==> src/rtl/isa_pkg.sv <==
package isa_pkg;

	// ************************************************************
	// instruction word layout.
	// ************************************************************

	localparam int WORD_BITS = 16;

	typedef logic [WORD_BITS-1:0] insn_word_t;

	typedef struct packed {
		logic [4:0] major; // control transfers all share one major opcode.
		logic [2:0] sub;
		logic [7:0] operand;
	} insn_fields_t;

	localparam logic [4:0] JUMP_PREFIX = 5'h1f;
	localparam logic [2:0] JUMP_SUB_DIRECT = 3'b010;
	localparam logic [2:0] JUMP_SUB_INDIRECT = 3'b011;
	localparam logic [2:0] JUMP_SUB_CALL = 3'b110;

	// ************************************************************
	// line geometry.
	// ************************************************************

	localparam int LINE_WORDS = 8;
	localparam int WORD_IDX_BITS = $clog2(LINE_WORDS); // word offset sits just above the byte bit.

	typedef insn_word_t [LINE_WORDS-1:0] line_t;

	function automatic logic is_jump_class(insn_word_t word);
		insn_fields_t f;
		f = insn_fields_t'(word);
		return (f.major == JUMP_PREFIX) &&
			(f.sub == JUMP_SUB_DIRECT || f.sub == JUMP_SUB_INDIRECT || f.sub == JUMP_SUB_CALL);
	endfunction

endpackage

==> src/rtl/fetch_pkg.sv <==
package fetch_pkg;

	localparam int ADDR_BITS = 26;

	typedef logic [ADDR_BITS-1:0] fetch_addr_t; // byte address whose bit 0 is always clear.
	typedef logic [4:0] fifo_size_t; // 0 to 16 words.
	typedef logic [3:0] word_count_t; // 1 to 8 words.

	// ************************************************************
	// memory and core interfaces.
	// ************************************************************

	typedef struct packed {
		logic valid; // held until the ack pulse.
		fetch_addr_t addr;
	} mem_req_t;

	typedef struct packed {
		logic ack;
		isa_pkg::line_t line;
	} mem_rsp_t;

	typedef struct packed {
		logic valid; // single cycle pulse.
		logic [31:0] target;
	} jump_req_t;

	// words from the address up to the end of its line.
	function automatic word_count_t line_word_count(fetch_addr_t addr);
		word_count_t offset;
		offset = word_count_t'(addr[isa_pkg::WORD_IDX_BITS:1]);
		return word_count_t'(isa_pkg::LINE_WORDS) - offset;
	endfunction

	function automatic fetch_addr_t word_align(fetch_addr_t addr);
		return {addr[ADDR_BITS-1:1], 1'b0};
	endfunction

endpackage

==> src/rtl/line_scanner.sv <==
`timescale 1ns/1ps

module line_scanner (
	input isa_pkg::line_t line,
	input fetch_pkg::word_count_t word_count,
	output logic jump_found
);
	import isa_pkg::*;

	logic [LINE_WORDS-1:0] decoded;
	logic [LINE_WORDS-1:0] in_window;
	int unsigned first_valid;

	// ************************************************************
	// decode every position, then keep only the valid window.
	// ************************************************************

	always_comb begin
		for (int i = 0; i < LINE_WORDS; i++) begin
			decoded[i] = is_jump_class(line[i]);
		end
	end

	// the fetch address points into the line, so the valid words
	// are the top ones.
	always_comb begin
		first_valid = LINE_WORDS - int'(word_count);
		for (int i = 0; i < LINE_WORDS; i++) begin
			in_window[i] = (i >= first_valid);
		end
	end

	assign jump_found = |(decoded & in_window);

endmodule

==> src/rtl/jump_control.sv <==
`timescale 1ns/1ps

module jump_control (
	input logic main_clk,
	input logic rst,
	input fetch_pkg::jump_req_t jump,
	input logic ack,
	input logic requesting,
	input logic jump_found,
	output logic performing_jump,
	output fetch_pkg::fetch_addr_t jump_target,
	output logic waiting_for_jump
);
	import fetch_pkg::*;

	logic jump_pending; // set after the pulse and cleared by the redirect.
	fetch_addr_t saved_target;
	logic redirect;

	assign performing_jump = jump.valid | jump_pending;

	// the pulse cycle uses the live target, later cycles the saved one.
	assign jump_target = jump.valid ? word_align(jump.target[ADDR_BITS-1:0]) : saved_target;

	// a pending line must come back before the fetch can be redirected.
	assign redirect = performing_jump & (~requesting | ack);

	always_ff @(posedge main_clk) begin
		saved_target <= jump_target;
	end

	always_ff @(posedge main_clk) begin
		if (rst) begin
			jump_pending <= 1'b0;
			waiting_for_jump <= 1'b0;
		end else if (redirect) begin
			jump_pending <= 1'b0;
			waiting_for_jump <= 1'b0;
		end else begin
			jump_pending <= performing_jump;
			// an ack here belongs to a line without a jump.
			if (requesting && ack && jump_found) begin
				waiting_for_jump <= 1'b1;
			end
		end
	end

endmodule

==> src/rtl/fetch_sequencer.sv <==
`timescale 1ns/1ps

module fetch_sequencer #(
	parameter int FIFO_DEPTH = 16,
	parameter fetch_pkg::fetch_addr_t RESET_ADDR = '0
) (
	input logic main_clk,
	input logic rst,
	output fetch_pkg::mem_req_t mem_req,
	input fetch_pkg::mem_rsp_t mem_rsp,
	input fetch_pkg::fifo_size_t fifo_size_after_read,
	output fetch_pkg::fifo_size_t fifo_size,
	input logic performing_jump,
	input fetch_pkg::fetch_addr_t jump_target,
	input logic waiting_for_jump,
	output fetch_pkg::word_count_t word_count
);
	import fetch_pkg::*;

	localparam int FILL_BITS = $bits(fifo_size_t) + 1;

	fetch_addr_t fetch_addr;
	logic requesting;
	fifo_size_t size_q;

	logic [FILL_BITS-1:0] fill_next; // occupancy once this line is written.
	logic has_room;
	fetch_addr_t next_line_addr;

	// ************************************************************
	// room test and sequential advance.
	// ************************************************************

	assign word_count = line_word_count(fetch_addr);

	always_comb begin
		fill_next = FILL_BITS'(fifo_size_after_read) + FILL_BITS'(word_count);
		has_room = (fill_next < FILL_BITS'(FIFO_DEPTH));
	end

	// the next fetch starts on the following line boundary.
	assign next_line_addr = fetch_addr + fetch_addr_t'({word_count, 1'b0});

	// ************************************************************
	// request level, address and size.
	// ************************************************************

	always_ff @(posedge main_clk) begin
		if (rst) begin
			requesting <= 1'b0;
			fetch_addr <= word_align(RESET_ADDR);
			size_q <= '0;
		end else begin
			size_q <= fifo_size_after_read;
			if (performing_jump) size_q <= '0; // the FIFO is flushed on a jump.

			if (requesting) begin
				if (mem_rsp.ack) begin
					if (performing_jump) begin
						// this line is dropped and the target goes out at once.
						fetch_addr <= jump_target;
					end else begin
						size_q <= fill_next[FILL_BITS-2:0];
						fetch_addr <= next_line_addr;
						requesting <= 1'b0;
					end
				end
			end else if (performing_jump) begin
				fetch_addr <= jump_target;
				requesting <= 1'b1;
			end else if (has_room && !waiting_for_jump) begin
				requesting <= 1'b1;
			end
		end
	end

	assign mem_req = '{valid: requesting, addr: fetch_addr};

	// nothing already counted survives a jump.
	assign fifo_size = performing_jump ? '0 : size_q;

endmodule

==> src/rtl/fetch_top.sv <==
`timescale 1ns/1ps

module fetch_top #(
	parameter int FIFO_DEPTH = 16,
	parameter fetch_pkg::fetch_addr_t RESET_ADDR = '0
) (
	input logic main_clk,
	input logic rst,
	output fetch_pkg::mem_req_t mem_req,
	input fetch_pkg::mem_rsp_t mem_rsp,
	input fetch_pkg::fifo_size_t fifo_size_after_read,
	output fetch_pkg::fifo_size_t fifo_size,
	input fetch_pkg::jump_req_t jump,
	output logic performing_jump
);
	import fetch_pkg::*;

	word_count_t word_count;
	logic jump_found;
	fetch_addr_t jump_target;
	logic waiting_for_jump;

	fetch_sequencer #(
		.FIFO_DEPTH(FIFO_DEPTH),
		.RESET_ADDR(RESET_ADDR)
	) fetch_sequencer_inst (
		.main_clk(main_clk),
		.rst(rst),
		.mem_req(mem_req),
		.mem_rsp(mem_rsp),
		.fifo_size_after_read(fifo_size_after_read),
		.fifo_size(fifo_size),
		.performing_jump(performing_jump),
		.jump_target(jump_target),
		.waiting_for_jump(waiting_for_jump),
		.word_count(word_count)
	);

	jump_control jump_control_inst (
		.main_clk(main_clk),
		.rst(rst),
		.jump(jump),
		.ack(mem_rsp.ack),
		.requesting(mem_req.valid),
		.jump_found(jump_found),
		.performing_jump(performing_jump),
		.jump_target(jump_target),
		.waiting_for_jump(waiting_for_jump)
	);

	line_scanner line_scanner_inst (
		.line(mem_rsp.line),
		.word_count(word_count),
		.jump_found(jump_found)
	);

endmodule

==> config.mk <==
export PLATFORM = sky130hd
export DESIGN_NAME = fetch_top
export DESIGN_NICKNAME = d
export VERILOG_FILES = /design/src/rtl/isa_pkg.sv /design/src/rtl/fetch_pkg.sv /design/src/rtl/line_scanner.sv /design/src/rtl/jump_control.sv /design/src/rtl/fetch_sequencer.sv /design/src/rtl/fetch_top.sv
export SDC_FILE = /design/constraint.sdc
export NUM_CORES = 1
export LEC_CHECK = 0
export BUFFER_PORTS_ARGS = -buffer_cell sky130_fd_sc_hd__buf_2
export CAP_MARGIN = 0
export CORE_MARGIN = 10
export CORE_UTILIZATION = 44
export CTS_CLUSTER_SIZE = 12
export DETAILED_ROUTE_END_ITERATION = 16
export PLACE_DENSITY = 0.88
export SLEW_MARGIN = 20
export SYNTH_ARGS = -nofsm -noshare
export SYNTH_HDL_FRONTEND = slang
export SYNTH_SLANG_ARGS = --single-unit
==> constraint.sdc <==
create_clock -name main_clk -period 3.2 [get_ports main_clk]
set_clock_uncertainty 0.05 [all_clocks]
set_input_delay 0.16 -clock main_clk [delete_from_list [all_inputs] [get_ports main_clk]]
set_output_delay 0.16 -clock main_clk [all_outputs]
set_load 0.005 [all_outputs]
* Word-level counts from Yosys, hierarchy flattened
Cells that the tools add are included.
** Word-level totals
- Output and inout port bits :: 33
- Flip-flop bits (word level) :: 60
- Word-level logic and storage cells :: 104
- Input bits :: 169
** Cells by class
- Add/subtract/negate cells :: 4
- Reduce and logical (&&, ||, !) cells :: 32
- Order comparisons :: 9
- Bitwise logic cells :: 5
- Eq/ne operators :: 33
- Multiplexer cells :: 15
** Operators with widths (count)
- $mux W26 :: 5
- $ge A3 B32 Y1 const A :: 4
- $ge A1 B32 Y1 const A :: 2
- $ge A2 B32 Y1 const A :: 2
- $eq A3 B2 Y1 const B :: 16
- $eq A5 B5 Y1 const B :: 8
- $add A26 B5 Y26 :: 1
- $mux W5 :: 5
- $eq A3 B3 Y1 const B :: 8
- $logic_or A1 B1 Y1 :: 16
- $logic_and A1 B1 Y1 :: 11
- $and A8 B8 Y8 :: 1
- $reduce_or A8 Y1 :: 1
- $add A5 B4 Y6 :: 1
- $lt A6 B5 Y1 const B :: 1
- $mux W1 :: 5
- $sub A4 B4 Y5 const A :: 1
- $sub A4 B3 Y4 const A :: 1
- $ne A2 B2 Y1 const B :: 1
- $or A1 B1 Y1 :: 2
- $reduce_and A2 Y1 :: 1
- $reduce_bool A2 Y1 :: 1
- $reduce_or A2 Y1 :: 1
- $and A1 B1 Y1 :: 1
- 2 further kinds :: 2

* Logic depth before layout (Yosys ltp)
- Word-level depth :: 7
- Mapped depth :: 12
- Mapped depth without buffers :: 10

* By module
Synthesis repeated with hierarchy kept, for this count alone.
** Unflattened totals
- Cell total of the unflattened synthesis :: 392
- Area total of the unflattened synthesis :: 3608.5 sq um
** Modules (own cells, without submodules)
- fetch_sequencer :: cells an instance 281, seq. area each 640.6 sq um, area an instance 2287.2 sq um, instances 1
- jump_control :: cells an instance 64, seq. area each 560.5 sq um, area an instance 1011.0 sq um, instances 1
- line_scanner :: cells an instance 47, seq. area each 0.0 sq um, area an instance 310.3 sq um, instances 1

* Least setup slack after synthesis
OpenSTA, ideal clock, no wires.
- Path type :: flip-flop to flip-flop
- Start point :: register fetch_sequencer_inst.fetch_addr[1]
- End point :: register fetch_sequencer_inst.requesting
- Required time :: 3.049 ns
- Setup slack :: 0.641 ns
- Data arrival time :: 2.408 ns
- Clock period less this slack :: 2.559 ns
- Library setup time :: 0.101 ns
- Cell stages (with the launch flop) :: 13
- Buffers on the path :: 2
- Path through :: dfxtp_1 > buf_2 > inv_1 > ha_1 > ha_1 > buf_2 > inv_1 > ha_1 > nor2b_1 > o21ai_0 > nor3b_1 > a21oi_1 > o41ai_1
** Between the ends
- Cells in the longest elaborated chain, start to end :: 7
** RTL lines
- from (decl) :: line fetch_sequencer.sv:22 : fetch_addr_t fetch_addr;
- from (signal assigned) :: line fetch_sequencer.sv:51 : fetch_addr <= word_align(RESET_ADDR);
- from (signal assigned) :: line fetch_sequencer.sv:61 : fetch_addr <= jump_target;
- from (signal assigned) :: line fetch_sequencer.sv:64 : fetch_addr <= next_line_addr;
- $sub A4 B3 Y4 :: line fetch_pkg.sv:32 : return word_count_t'(isa_pkg::LINE_WORDS) - offset;
- $add A5 B4 Y6 :: line fetch_sequencer.sv:37 : fill_next = FILL_BITS'(fifo_size_after_read) + FILL_BITS'(word_count);
- $lt A6 B5 Y1 :: line fetch_sequencer.sv:38 : has_room = (fill_next < FILL_BITS'(FIFO_DEPTH));
- $logic_and A1 B1 Y1 :: line fetch_sequencer.sv:71 : end else if (has_room && !waiting_for_jump) begin
- $mux W1 :: line fetch_sequencer.sv:71
- $mux W1 :: line fetch_sequencer.sv:68 : end else if (performing_jump) begin
- $mux W1 :: line fetch_sequencer.sv:57 : if (requesting) begin
- to (signal assigned) :: line fetch_sequencer.sv:65 : requesting <= 1'b0;
- to (signal assigned) :: line fetch_sequencer.sv:70 : requesting <= 1'b1;
- to (signal assigned) :: line fetch_sequencer.sv:72 : requesting <= 1'b1;
- to (decl) :: line fetch_sequencer.sv:23 : logic requesting;
No other way between the ends.
A chain may end at the register's enable or synchronous reset.

* Worst setup path in the final report
- Start point :: register fetch_sequencer_inst.fetch_addr[2]
- End point :: register fetch_sequencer_inst.fetch_addr[16]
** Between the ends
- Cells in the longest elaborated chain, start to end :: 5
** RTL lines
- $sub A4 B3 Y4 :: line fetch_pkg.sv:32
- $add A26 B5 Y26 * :: line fetch_sequencer.sv:42 : assign next_line_addr = fetch_addr + fetch_addr_t'({word_count, 1'b0});
- $mux W26 * :: line fetch_sequencer.sv:59 : if (performing_jump) begin
- $mux W26 * :: line fetch_sequencer.sv:58 : if (mem_rsp.ack) begin
- $mux W26 * :: line fetch_sequencer.sv:57
Every way passes the cells marked *; elsewhere a longest branch is shown, timed or not. The select of a mux whose other input is x is not followed.

==> qor.txt <==
final instance area = 4420 um^2
reg2reg start = fetch_sequencer_inst.fetch_addr[2]
unrepaired setup endpoints after global routing = false
Worst Setup EP = fetch_sequencer_inst.fetch_addr[16]
CP Capture Type = flop
IO Port Bufs = 130
Crit path arrival time = 3150 ps
Yosys warning total = 0
Seq/Total Area, Yosys = 0.350
DRT Pass-1 Iters = 5
Layout area overhead = 28.9%
r2r setup slk = 250 ps
slowest CP cell = dfxtp_1
global route overflow = 0
Yosys top cell by area = dfxtp_1
starting density of the core = 0.448
Netlist cell types = 73
first-pass GRT wire length = 17.7 mm
final hold violations = 0
clk sink count = 60
vias in the first global route = 3,591
pre-CTS setup slack = 183 ps
Core Region = 7650 um^2
ANT cells = 0
gr busiest metal = met2
max frequency = 340 MHz
vias per inst = 5.81
DR DRC count = 0
async set-or-reset flop fraction in the synthesized netlist = 0
Leakage Power = 1.96 nW
I/O pin cnt = 202
Detailed Place HPWL = 8.61 mm
worst hold-check path type = primary input to flop
maxcap violations = 0
syn_nets = 560
largest net degree at the start of global routing = 31
routed via count = 3,582
Main synth FF type = dfxtp_1
Final setup viols = 0
Die X = 108 um
Post-DP Area = 4140 um^2
final non-filler cell total = 617
Reg clk slew, reported paths = 70 ps
post-synth top area share = 0.350
CP peak stage delay = 490 ps
top-count cell post-synth = dfxtp_1
outcome = complete, no violations
TritonCTS clock tree = yes
startpoint type of the worst setup path = flop
Die Area = 11,700 um^2
final slew viol count = 0
cell repeated most along the worst path = ha_1
crit path from = fetch_sequencer_inst.fetch_addr[2]
peak supply drop = 0.243 mV
Nets = 690
CP Cell Sequence = inv_1 > ha_1 > ha_1 > xnor2_2 > nand4_2 > a21oi_4 > a311oi_1 > nor4_2
GP Congestion = 0.922
die height = 108 um
Post-Syn Area = 3430 um^2
Synth area leaders = dfxtp_1 35%, mux2_2 8.5%, ha_1 3.6%
grt met1 use = 0.225
fraction of layout instances using a drive strength above 1 = 0.384
total placed cells including tap cells = 596
#FFs+latches synth = 60
Post-Route WL = 11.2 mm
met3 usage = 0.0654
Row Count = 32
Mapped Cells = 380
pwr dens = 527 nW/um^2
met2 Resource Use GR = 0.303
Root Buffer Master = clkbuf_8
reg2reg end = fetch_sequencer_inst.fetch_addr[16]
Num CTS Buffers = 9
Post CTS Setup Buffer Count = 0
Power Total = 2.33 mW
CP Class = flop to flop
hold slack final = 3.74 ps
H-tree lvl count = 3
initial antenna violation count = 0
Max FO, Critical Path = 16
Data required, critical path = 3400 ps
maximum buffer depth of the clock tree = 2
Total GRT Usage = 0.189
fin crit period = 2950 ps
antenna-violating nets left = 0
Final Cycle Share = 0.920
Finished Core Util = 0.578
worst skew pair latency = 350 ps
post-route setup slack = 255 ps
synthesized area per cell = 9.03 um^2
commonest cells in the netlist = 60 x dfxtp_1, 29 x nand2_1, 26 x mux2_2, 24 x nor2_1, 23 x a21oi_1
Avg WL per Cell = 18.2 um
reg2reg path depth = 8
DRT iter0 DRCs = 280
EDFF count, synth = 0
worst slew pin tran = 795 ps
Max-slew headroom = 0.470
Final TNS setup = 0 ps
==> worst min path at each step <==
stage	start	to	cells after the start
floorplan	fifo_size_after_read[3]	fetch_sequencer_inst.size_q[3]	2
global placement	jump[8]	jump_control_inst.saved_target[8]	2
detailed placement	jump[10]	jump_control_inst.saved_target[10]	2
CTS	jump[2]	jump_control_inst.saved_target[2]	2
global route	jump[25]	jump_control_inst.saved_target[25]	2
finish	jump[3]	jump_control_inst.saved_target[3]	2
==> cell type report <==
class,count,area [um^2]
flip-flops and latches,60,1200
repair buffers,140,738
fillers,663,3230
clock inverters,5,100
inverters,16,60.1
well taps,102,128
multi-input cells,283,2060
clock buffers,11,131
==> what timing repair did <==
item                                   4_1_cts  5_1_grt
hold buffers                                 5        0
setup endpoints to repair                    0        3
endpoints found under the hold margin        5        0
gates resized for setup                      0        2
==> sequential cells by signal (all words and copies together), names as in the netlist <==
register and flops:
fetch_sequencer_inst.requesting 1, jump_control_inst.waiting_for_jump 1, jump_control_inst.jump_pending 1, jump_control_inst.saved_target 26, fetch_sequencer_inst.fetch_addr 26, fetch_sequencer_inst.size_q 5
==> report_power, final <==
group / switching [mW] / internal (mW)
Combinational: 0.333 / 0.274
Sequential: 0.0758 / 0.826
Clock: 0.306 / 0.515
==> cell usage in the layout (no fill, tap or decap), types with 10 or more instances in the layout <==
cell | synthesis | final
a211oi_1 | 15 | 15
a21oi_1 | 23 | 23
buf_2 | 10 | 130
dfxtp_1 | 60 | 59
ha_1 | 10 | 10
inv_1 | 15 | 15
mux2_2 | 26 | 26
nand2_1 | 29 | 29
nand4_1 | 13 | 13
nor2_1 | 24 | 24
o21ai_0 | 19 | 18
==> critical path: cells and delay by family, from the launching register on <==
family                     cells  cell delay (ps)
buffers and inverters          1              110
adders and majority gates      2              730
and+or+nand+nor                2              490
xor gates and xnor gates       1              340
DFF                            1              490
AOI/OAI and AO/OA              2              620
==> per-layer routing <==
metal | part of all wire | vias to the layer above
met5 | 0 | -
li1 | - | 1695
met3 | 0.10 | 29
met1 | 0.41 | 1670
met2 | 0.46 | 188
met4 | 0.022 | 0
==> kinds of logic (layout without fill, tap and decap cells) <==
family / after synthesis / in the layout / synth area share
compound gates: 111 / 111 / 0.235
xor+xnor: 10 / 10 / 0.0277
fa+ha+maj: 11 / 11 / 0.0423
buf+inv: 37 / 172 / 0.0485
flops: 60 / 60 / 0.350
mux: 28 / 28 / 0.0912
simple gates: 123 / 123 / 0.205
(Power assumes the default switching activity.)
